==> config.mk <==
export PLATFORM = sky130hd
export DESIGN_NAME = sms_bus_glue
export DESIGN_NICKNAME = d
export VERILOG_FILES = /design/src/sms_pkg.sv /design/src/sms_bus_glue.sv /design/src/sms_mapper.sv /design/src/sms_port_decode.sv /design/src/sms_read_mux.sv /design/src/sms_vdp_ctrl.sv
export SDC_FILE = /design/constraint.sdc
export NUM_CORES = 1
export LEC_CHECK = 0
export BUFFER_PORTS_ARGS = -buffer_cell sky130_fd_sc_hd__buf_2
export CAP_MARGIN = 20
export CORE_MARGIN = 8
export CORE_UTILIZATION = 44
export CTS_CLUSTER_DIAMETER = 30
export DETAILED_ROUTE_END_ITERATION = 6
export PLACE_DENSITY_LB_ADDON = 0.15
export SETUP_SLACK_MARGIN = 0.4
export SYNTH_ARGS = -nofsm -noshare
export SYNTH_HDL_FRONTEND = slang
export SYNTH_SLANG_ARGS = --single-unit
==> constraint.sdc <==
create_clock -name cpuClock -period 2.35 [get_ports cpuClock]
set_input_delay 0 -clock cpuClock [delete_from_list [all_inputs] [get_ports cpuClock]]
set_output_delay 0 -clock cpuClock [all_outputs]
set_load 0.01 [all_outputs]
==> src/sms_pkg.sv <==
`default_nettype none

package sms_pkg;

  // ====================
  // Port and bus types
  // ====================

  // I/O port picked by address bits 7:6 and 0
  typedef enum logic [3:0] {
    vdp_data,
    vdp_ctrl,
    psg,       // Write side of 0x41
    joy0,
    joy1,
    mem_ctrl,
    joy_ctrl,
    v_counter,
    h_counter  // Read side of 0x41
  } port_sel_t;

  // One CPU bus access, strobes already active high
  typedef struct packed {
    logic [15:0] address;
    logic [7:0]  data;
    port_sel_t   port;
    logic        io_rd;
    logic        io_wr;
    logic        mem_rd;
    logic        mem_wr;
  } bus_access_t;

  // ====================
  // VDP configuration
  // ====================

  typedef struct packed {
    logic [2:0]  mode;                // 0..4
    logic [13:0] name_base;
    logic [13:0] color_base;
    logic [13:0] font_base;
    logic [13:0] sprite_attr_base;
    logic [13:0] sprite_pattern_base;
    logic [3:0]  text_color;
    logic [3:0]  back_color;          // Also overscan
    logic [7:0]  x_scroll;
    logic [7:0]  y_scroll;
    logic [7:0]  line_counter;
    logic        video_on;
    logic        sprite_large;
    logic        sprite_enlarged;
    logic        vert_retrace_int;
    logic        disable_vert;        // Right columns not scrolled
    logic        disable_horiz;       // Top rows not scrolled
    logic        lines224;
    logic        lines240;
  } vdp_cfg_t;

  // ====================
  // Constants
  // ====================

  parameter int VDP_REG_COUNT = 11;
  parameter int VRAM_ADDR_W   = 14;
  parameter int ROM_ADDR_W    = 24;

  // Slot registers sit at the top of RAM space
  parameter logic [15:0] MAPPER_SLOT0_ADDR = 16'hfffd;
  parameter logic [15:0] MAPPER_SLOT1_ADDR = 16'hfffe;
  parameter logic [15:0] MAPPER_SLOT2_ADDR = 16'hffff;

  parameter logic [7:0] MEM_CTRL_RESET = 8'hf7; // Bit 3 clear, BIOS mapped in

endpackage

`default_nettype wire

==> src/sms_bus_glue.sv <==
`default_nettype none

module sms_bus_glue (
  input  wire                              cpuClock,
  input  wire                              n_hard_reset,
  input  wire                              i_cpu_edge,
  // CPU bus
  input  wire [15:0]                       i_address,
  input  wire [7:0]                        i_data_out,
  input  wire                              i_n_rd,
  input  wire                              i_n_wr,
  input  wire                              i_n_iorq,
  input  wire                              i_n_mreq,
  output logic [7:0]                       o_cpu_data_in,
  // Memory and video sources
  input  wire [7:0]                        i_vram_dout,
  input  wire [7:0]                        i_bios_dout,
  input  wire [7:0]                        i_rom_dout,
  input  wire [7:0]                        i_ram_dout,
  input  wire [7:0]                        i_v_counter,
  input  wire [7:0]                        i_h_counter,
  input  wire [5:0]                        i_buttons,
  input  wire                              i_interrupt_flag,
  input  wire                              i_sprite_collision,
  input  wire                              i_too_many_sprites,
  input  wire [4:0]                        i_sprite5,
  // VDP side
  output logic [sms_pkg::VRAM_ADDR_W-1:0]  o_vram_addr,
  output logic                             o_vram_wr,
  output logic                             o_vram_rd,
  output logic                             o_cram_selected,
  output sms_pkg::vdp_cfg_t                o_vdp_cfg,
  // Memory side
  output logic [sms_pkg::ROM_ADDR_W-1:0]   o_rom_address,
  output logic                             o_ram_we,
  output logic                             o_psg_wr
);

  import sms_pkg::*;

  bus_access_t access;
  logic        bios_sel;

  sms_port_decode u_port_decode (
    .i_address  (i_address),
    .i_data_out (i_data_out),
    .i_n_rd     (i_n_rd),
    .i_n_wr     (i_n_wr),
    .i_n_iorq   (i_n_iorq),
    .i_n_mreq   (i_n_mreq),
    .o_access   (access)
  );

  sms_vdp_ctrl u_vdp_ctrl (
    .cpuClock        (cpuClock),
    .n_hard_reset    (n_hard_reset),
    .i_cpu_edge      (i_cpu_edge),
    .i_access        (access),
    .o_vram_addr     (o_vram_addr),
    .o_vram_wr       (o_vram_wr),
    .o_vram_rd       (o_vram_rd),
    .o_cram_selected (o_cram_selected),
    .o_vdp_cfg       (o_vdp_cfg)
  );

  sms_mapper u_mapper (
    .cpuClock      (cpuClock),
    .n_hard_reset  (n_hard_reset),
    .i_cpu_edge    (i_cpu_edge),
    .i_access      (access),
    .o_rom_address (o_rom_address),
    .o_ram_we      (o_ram_we),
    .o_bios_sel    (bios_sel),
    .o_psg_wr      (o_psg_wr)
  );

  sms_read_mux u_read_mux (
    .cpuClock           (cpuClock),
    .n_hard_reset       (n_hard_reset),
    .i_cpu_edge         (i_cpu_edge),
    .i_access           (access),
    .i_bios_sel         (bios_sel),
    .i_vram_dout        (i_vram_dout),
    .i_bios_dout        (i_bios_dout),
    .i_rom_dout         (i_rom_dout),
    .i_ram_dout         (i_ram_dout),
    .i_v_counter        (i_v_counter),
    .i_h_counter        (i_h_counter),
    .i_buttons          (i_buttons),
    .i_interrupt_flag   (i_interrupt_flag),
    .i_sprite_collision (i_sprite_collision),
    .i_too_many_sprites (i_too_many_sprites),
    .i_sprite5          (i_sprite5),
    .o_cpu_data_in      (o_cpu_data_in)
  );

endmodule

`default_nettype wire

==> src/sms_mapper.sv <==
`default_nettype none

module sms_mapper (
  input  wire                             cpuClock,
  input  wire                             n_hard_reset,
  input  wire                             i_cpu_edge,
  input  wire sms_pkg::bus_access_t       i_access,
  output logic [sms_pkg::ROM_ADDR_W-1:0]  o_rom_address,
  output logic                            o_ram_we,
  output logic                            o_bios_sel,
  output logic                            o_psg_wr
);

  import sms_pkg::*;

  logic [7:0] slot0;
  logic [7:0] slot1;
  logic [7:0] slot2;
  logic [7:0] r_mem_ctrl;

  always_ff @(posedge cpuClock) begin
    if (!n_hard_reset) begin
      slot0      <= 8'd0;
      slot1      <= 8'd1;
      slot2      <= 8'd2;
      r_mem_ctrl <= MEM_CTRL_RESET;
    end else if (i_cpu_edge) begin
      if (i_access.mem_wr) begin
        case (i_access.address)
          MAPPER_SLOT0_ADDR: slot0 <= i_access.data;
          MAPPER_SLOT1_ADDR: slot1 <= i_access.data;
          MAPPER_SLOT2_ADDR: slot2 <= i_access.data;
          default: ;
        endcase
      end
      if (i_access.io_wr && i_access.port == mem_ctrl) r_mem_ctrl <= i_access.data;
    end
  end

  // 16K pages, upper quarter is RAM and passes straight through
  always_comb begin
    case (i_access.address[15:14])
      2'd0:    o_rom_address = {slot0, i_access.address[13:0]};
      2'd1:    o_rom_address = {slot1, i_access.address[13:0]};
      2'd2:    o_rom_address = {slot2, i_access.address[13:0]};
      default: o_rom_address = {8'h00, i_access.address};
    endcase
  end

  assign o_ram_we   = i_access.mem_wr && i_access.address[15:14] == 2'b11;
  assign o_bios_sel = !r_mem_ctrl[3];
  assign o_psg_wr   = i_access.io_wr && i_access.port == psg;

endmodule

`default_nettype wire

==> src/sms_port_decode.sv <==
`default_nettype none

module sms_port_decode (
  input  wire [15:0]          i_address,
  input  wire [7:0]           i_data_out,
  input  wire                 i_n_rd,
  input  wire                 i_n_wr,
  input  wire                 i_n_iorq,
  input  wire                 i_n_mreq,
  output sms_pkg::bus_access_t o_access
);

  import sms_pkg::*;

  logic      io_rd;
  logic      io_wr;
  logic      mem_rd;
  logic      mem_wr;
  port_sel_t port;

  // Z80 strobes are active low, combine into request types
  assign io_rd  = !i_n_rd && !i_n_iorq;
  assign io_wr  = !i_n_wr && !i_n_iorq;
  assign mem_rd = !i_n_rd && !i_n_mreq;
  assign mem_wr = !i_n_wr && !i_n_mreq;

  // Only A7, A6 and A0 take part in port selection
  always_comb begin
    case ({i_address[7:6], i_address[0]})
      3'b000:  port = mem_ctrl;
      3'b001:  port = joy_ctrl;
      3'b010:  port = v_counter;
      3'b011:  port = io_wr ? psg : h_counter; // Shared address
      3'b100:  port = vdp_data;
      3'b101:  port = vdp_ctrl;
      3'b110:  port = joy0;
      default: port = joy1;
    endcase
  end

  always_comb begin
    o_access.address = i_address;
    o_access.data    = i_data_out;
    o_access.port    = port;
    o_access.io_rd   = io_rd;
    o_access.io_wr   = io_wr;
    o_access.mem_rd  = mem_rd;
    o_access.mem_wr  = mem_wr;
  end

  // The CPU never runs an I/O and a memory cycle at once
  always_comb begin
    assert #0 (!((io_rd || io_wr) && (mem_rd || mem_wr)))
      else $error("I/O and memory strobes active together");
  end

endmodule

`default_nettype wire

==> src/sms_read_mux.sv <==
`default_nettype none

module sms_read_mux (
  input  wire                       cpuClock,
  input  wire                       n_hard_reset,
  input  wire                       i_cpu_edge,
  input  wire sms_pkg::bus_access_t i_access,
  input  wire                       i_bios_sel,
  input  wire [7:0]                 i_vram_dout,
  input  wire [7:0]                 i_bios_dout,
  input  wire [7:0]                 i_rom_dout,
  input  wire [7:0]                 i_ram_dout,
  input  wire [7:0]                 i_v_counter,
  input  wire [7:0]                 i_h_counter,
  input  wire [5:0]                 i_buttons,
  input  wire                       i_interrupt_flag,
  input  wire                       i_sprite_collision,
  input  wire                       i_too_many_sprites,
  input  wire [4:0]                 i_sprite5,
  output logic [7:0]                o_cpu_data_in
);

  import sms_pkg::*;

  logic       r_int_flag;
  logic       r_coll_flag;
  logic       r_status_rd;
  logic       status_rd;
  logic [7:0] status;
  logic [7:0] joy_data;

  assign status_rd = i_access.io_rd && i_access.port == vdp_ctrl;

  // ====================
  // Status flags
  // ====================

  always_ff @(posedge cpuClock) begin
    if (!n_hard_reset) begin
      r_int_flag  <= 1'b0;
      r_coll_flag <= 1'b0;
      r_status_rd <= 1'b0;
    end else begin
      if (i_interrupt_flag) r_int_flag <= 1'b1;      // Set runs every clock
      if (i_sprite_collision) r_coll_flag <= 1'b1;
      if (i_cpu_edge) begin
        r_status_rd <= status_rd;
        // Clear beats a set once the status read is over
        if (r_status_rd && !status_rd) begin
          r_int_flag  <= 1'b0;
          r_coll_flag <= 1'b0;
        end
      end
    end
  end

  assign status = {r_int_flag, i_too_many_sprites, r_coll_flag,
                   (i_too_many_sprites ? i_sprite5 : 5'b11111)};

  // Top two bits stay zero above the six buttons
  assign joy_data = {2'b00, ~i_buttons[0], ~i_buttons[1], ~i_buttons[5:2]};

  // ====================
  // Read data select
  // ====================

  always_comb begin
    if (i_access.io_rd && i_access.port == vdp_data) o_cpu_data_in = i_vram_dout;
    else if (status_rd) o_cpu_data_in = status;
    else if (i_access.io_rd && (i_access.port == joy0 || i_access.port == joy1))
      o_cpu_data_in = joy_data;
    else if (i_access.io_rd && i_access.port == v_counter) o_cpu_data_in = i_v_counter;
    else if (i_access.io_rd && i_access.port == h_counter) o_cpu_data_in = i_h_counter;
    else if (i_access.mem_rd && i_access.address[15:14] != 2'b11)
      o_cpu_data_in = i_bios_sel ? i_bios_dout : i_rom_dout;
    else o_cpu_data_in = i_ram_dout; // RAM is also the idle value
  end

endmodule

`default_nettype wire

==> src/sms_vdp_ctrl.sv <==
`default_nettype none

module sms_vdp_ctrl (
  input  wire                              cpuClock,
  input  wire                              n_hard_reset,
  input  wire                              i_cpu_edge,
  input  wire sms_pkg::bus_access_t        i_access,
  output logic [sms_pkg::VRAM_ADDR_W-1:0]  o_vram_addr,
  output logic                             o_vram_wr,
  output logic                             o_vram_rd,
  output logic                             o_cram_selected,
  output sms_pkg::vdp_cfg_t                o_vdp_cfg
);

  import sms_pkg::*;

  logic [7:0] r_vdp [0:VDP_REG_COUNT-1];
  logic [7:0] first_byte;
  logic       second_byte;   // Next control write completes the pair
  logic       r_data_rd;     // Data read seen at previous edge
  logic       data_wr;
  logic       data_rd;
  logic       ctrl_wr;
  logic       ctrl_rd;
  logic       m1, m2, m3, m4;
  logic [2:0] mode;

  assign data_wr = i_access.io_wr && i_access.port == vdp_data;
  assign data_rd = i_access.io_rd && i_access.port == vdp_data;
  assign ctrl_wr = i_access.io_wr && i_access.port == vdp_ctrl;
  assign ctrl_rd = i_access.io_rd && i_access.port == vdp_ctrl;

  assign o_vram_wr = data_wr && i_cpu_edge;
  assign o_vram_rd = data_rd && i_cpu_edge;

  // ====================
  // Control port
  // ====================

  always_ff @(posedge cpuClock) begin
    if (!n_hard_reset) begin
      for (int i = 0; i < VDP_REG_COUNT; i++) begin
        r_vdp[i] <= 8'h00;
      end
      o_vram_addr     <= '0;
      o_cram_selected <= 1'b0;
      second_byte     <= 1'b0;
      r_data_rd       <= 1'b0;
    end else if (i_cpu_edge) begin
      r_data_rd <= data_rd;
      if (data_wr) o_vram_addr <= o_vram_addr + 1'b1;
      if (r_data_rd && !data_rd) o_vram_addr <= o_vram_addr + 1'b1; // Read has ended

      if (ctrl_rd || data_rd || data_wr) second_byte <= 1'b0;

      if (ctrl_wr) begin
        second_byte <= !second_byte;
        if (second_byte) begin
          if (!i_access.data[7]) begin
            // VRAM address, bit 6 (read/write intent) ignored
            o_vram_addr     <= {i_access.data[5:0], first_byte};
            o_cram_selected <= 1'b0;
          end else if (i_access.data[7:6] == 2'b10 &&
                       int'(i_access.data[3:0]) < VDP_REG_COUNT) begin
            r_vdp[i_access.data[3:0]] <= first_byte;
          end else begin
            // Code 3, and unknown register indexes
            o_vram_addr     <= {8'h00, first_byte[5:0]};
            o_cram_selected <= 1'b1;
          end
        end
      end
    end
  end

  // First byte of the pair
  always_ff @(posedge cpuClock) begin
    if (i_cpu_edge && ctrl_wr && !second_byte) first_byte <= i_access.data;
  end

  // ====================
  // Register decode
  // ====================

  assign m1 = r_vdp[1][4];
  assign m2 = r_vdp[0][1];
  assign m3 = r_vdp[1][3];
  assign m4 = r_vdp[0][2];

  assign mode = m4 ? 3'd4 : m3 ? 3'd3 : m2 ? 3'd2 : m1 ? 3'd1 : 3'd0;

  always_comb begin
    o_vdp_cfg.mode       = mode;
    o_vdp_cfg.name_base  = {r_vdp[2][3:1], 11'b0};
    o_vdp_cfg.color_base = (mode == 3'd2) ? {r_vdp[3][7], 13'b0} : {r_vdp[3], 6'b0};
    if (mode == 3'd4) o_vdp_cfg.font_base = '0;
    else if (mode == 3'd2) o_vdp_cfg.font_base = {r_vdp[4][2], 13'b0};
    else o_vdp_cfg.font_base = {r_vdp[4][2:0], 11'b0};
    o_vdp_cfg.sprite_attr_base    = {r_vdp[5][6:1], 8'b0};
    o_vdp_cfg.sprite_pattern_base = (mode == 3'd4) ? {r_vdp[6][2], 13'b0}
                                                   : {r_vdp[6][2:0], 11'b0};
    o_vdp_cfg.text_color       = r_vdp[7][7:4];
    o_vdp_cfg.back_color       = r_vdp[7][3:0];
    o_vdp_cfg.x_scroll         = r_vdp[8];
    o_vdp_cfg.y_scroll         = r_vdp[9];
    o_vdp_cfg.line_counter     = r_vdp[10];
    o_vdp_cfg.video_on         = r_vdp[1][6];
    o_vdp_cfg.sprite_large     = r_vdp[1][1];
    o_vdp_cfg.sprite_enlarged  = r_vdp[1][0];
    o_vdp_cfg.vert_retrace_int = r_vdp[1][5];
    o_vdp_cfg.disable_vert     = r_vdp[0][7];
    o_vdp_cfg.disable_horiz    = r_vdp[0][6];
    o_vdp_cfg.lines224         = m2 & m1;
    o_vdp_cfg.lines240         = m2 & m3;
  end

  // Bus decode upstream must never yield both strobes
  assert property (@(posedge cpuClock) disable iff (!n_hard_reset)
                   !(o_vram_wr && o_vram_rd))
    else $error("VRAM write and read pulse together");

endmodule

`default_nettype wire

==> flow_summary.ini <==
[outcome]
status = completed

[critical_path]
max_stage_delay_ps = 330
end_kind = primary output
crit_chain = mux2_4 > mux2i_1 > o211ai_1 > a221oi_2 > o21ai_1 > buf_2
worst_setup_path_start_kind = register
slowest_stage = dfxtp_2
arrival_ps = 1850
critical_path.max_fanout = 2
required_ps = 2350
criticalPathCategory = reg2out

[synthesis]
syn_area_um2 = 6450
synth_flop_cell = edfxtp_1
ys_types = 70
syn_inst = 675
ys_ff_latch = 118
ys_seq_area_frac = 0.467
ys_warn_count = 0
syn_avg_cell_area_um2 = 9.56
async_flop_share = 0
synth_edf_count = 65

[floorplan]
die-width_um = 137
num_io_pins = 257
dieArea_um2 = 18800
dieHeight_um = 137
core-area_um2 = 14400
initial_core_util = 0.447
rows = 44

[detailed_routing]
detail-route-antenna-nets = 0
routed_wl_um = 19700
wl_per_cell_um = 18.2
drt_iter0_markers = 326
drc_errors = 0
dr.pass1.iters = 5
via_per_inst = 5.22
vias = 5641

[sta]
skew_ps = 4.28
setup_tns_ps = 0
fmax_mhz = 539
fin_crit_sh = 0.789
setup_viol = 0
relSlewSlack = 0.639
drv_slew = 0
fin_crit_ps = 1850
rsz0062_at_grt = false
tightest_slew_ps = 529
final_hold_viol_count = 0

[placement]
globalplace.congestion = 0.903
placed_area_um2 = 7510
port_buffers = 207
hpwl_um = 15200

[pwr]
power_density_nw_per_um2 = 654
ir_drop_mv = 0.456
p_leak_nw = 3.65

[finish]
nFillCells = 1300
final_core_util = 0.572
design_area_um2 = 8250
final_cell_mix = buf_2 (207), nor2_1 (116), edfxtp_1 (65)
final_common_cell = buf_2
drive_above_1_share = 0.339
area_delta_synth_final_pct = 27.9
nets = 977

[global_routing]
gr-total-overflow = 0
grt_use_total = 0.205
grt_pass1_vias = 5740
grt_pass1_wl_um = 29800
grt_start_max_net_pins = 27
antenna_found_initial = 1

[worst_hold_path]
hold_path_class = in2reg

[clock_tree]
ctsHtreeMaxLevel = 4
cts.sinks = 118
cts_tree = yes
clock_latency_ps = 410
path_clk_slew_ps = 50
cts_inserted_buffers = 17
ctsRootBufferMaster = clkbuf_16
cts_buffer_depth = 2

[flow_run]
drv_cap = 0
-- repair_timing --
action                     4_1_cts  5_1_grt
hold endpoints to repair        20        0
hold buffers                     8        0
setup buffers                    1        0
resized for setup                5        9
pin swaps                        1        4
cloned                           0        0
setup endpoints to repair       44       61
-- power breakdown --
| part | internal [mW] | total [mW] | switching (mW) |
|---|---|---|---|
| sequential | 2.22 | 2.24 | 0.0201 |
| clock | 1.76 | 2.64 | 0.886 |
| combinational | 0.199 | 0.515 | 0.316 |
-- flip-flops by register name, summed over array words and instances (netlist names) --
signal	cells
u_vdp_ctrl.o_vram_addr	14
u_read_mux.r_status_rd	1
u_vdp_ctrl.r_data_rd	1
u_mapper.slot0	8
u_read_mux.r_int_flag	1
u_vdp_ctrl.first_byte	8
u_mapper.slot1	8
u_vdp_ctrl.o_cram_selected	1
u_mapper.slot2	8
u_read_mux.r_coll_flag	1
u_mapper.r_mem_ctrl	1
u_vdp_ctrl.r_vdp	65
u_vdp_ctrl.second_byte	1
-- cell families (layout without fill, tap and decap cells) --
| group | after synthesis | after routing | share of synthesized area |
|---|---|---|---|
| AO/OA/AOI/OAI | 119 | 119 | 0.142 |
| buffers and inverters | 124 | 297 | 0.114 |
| XOR/XNOR | 5 | 5 | 0.00679 |
| adder cells (fa/ha/maj) | 1 | 1 | 0.00194 |
| AND/OR/NAND/NOR | 262 | 262 | 0.197 |
| flip-flops | 118 | 118 | 0.467 |
| other | 1 | 50 | 0.000581 |
| multiplexers | 45 | 45 | 0.0704 |
-- worst paths after layout --
check                                             from                      to  slack (ps)  cells past startpoint
worst max-delay path            u_mapper.r_mem_ctrl[3]        o_cpu_data_in[0]         500                      6
worst min-delay path                      i_address[6]  u_mapper.r_mem_ctrl[3]          30                      4
worst max register to register  u_vdp_ctrl.second_byte  u_vdp_ctrl.r_vdp[8][4]         520                      5
worst min register to register  u_read_mux.r_coll_flag  u_read_mux.r_coll_flag         480                      2
-- cell type report --
type	count	area [um2]	share of cell area
Sequential cell	118	3020	0.365
Clock buffer	21	472	0.0572
Clock inverter	11	146	0.0177
Tap cell	184	230	0.0279
Inverter	20	75.1	0.00910
Multi-Input combinational cell	481	2970	0.360
Antenna cell	1	2.50	0.000303
Timing Repair Buffer	245	1340	0.163
-- cells in the mapped netlist, types with 10 or more instances --
master,count,area (um2)
nand2b_1,12,75.1
mux2i_1,42,420
a21oi_1,20,100
nand2_1,44,165
nand3_1,16,80.1
o21ai_0,27,135
dfxtp_1,53,1060
buf_4,67,503
nor3_1,10,50.1
a211oi_1,13,97.6
nor2_1,116,435
clkbuf_1,31,116
inv_1,19,71.3
edfxtp_1,65,1950
nor2b_1,15,93.8
-- per-stage QoR --
stage	std cells	setup WS [ps]	total power, mW	hold slack, ps
floorplan	723	468	2.61	91.8
global placement	1039	362	2.77	207
detailed placement	1039	266	2.77	212
CTS	1080	410	5.43	14.2
global route	1081	407	5.58	24.3
finish	1081	496	5.39	31.0
-- routing by layer --
layer  part of all wire  up-vias  track usage
li1                   -     2721            -
met1               0.40     2643        0.231
met2               0.51      243        0.356
met3              0.074       34       0.0569
met4              0.022        0       0.0821
met5                  0        -            0
-- critical path, delay by kind of cell, from the launching register on --
kind / cells / cell delay (ps)
buf+inv: 1 / 140
flops: 1 / 330
compound gates: 3 / 520
mux: 2 / 450
(Power assumes the default switching activity.)
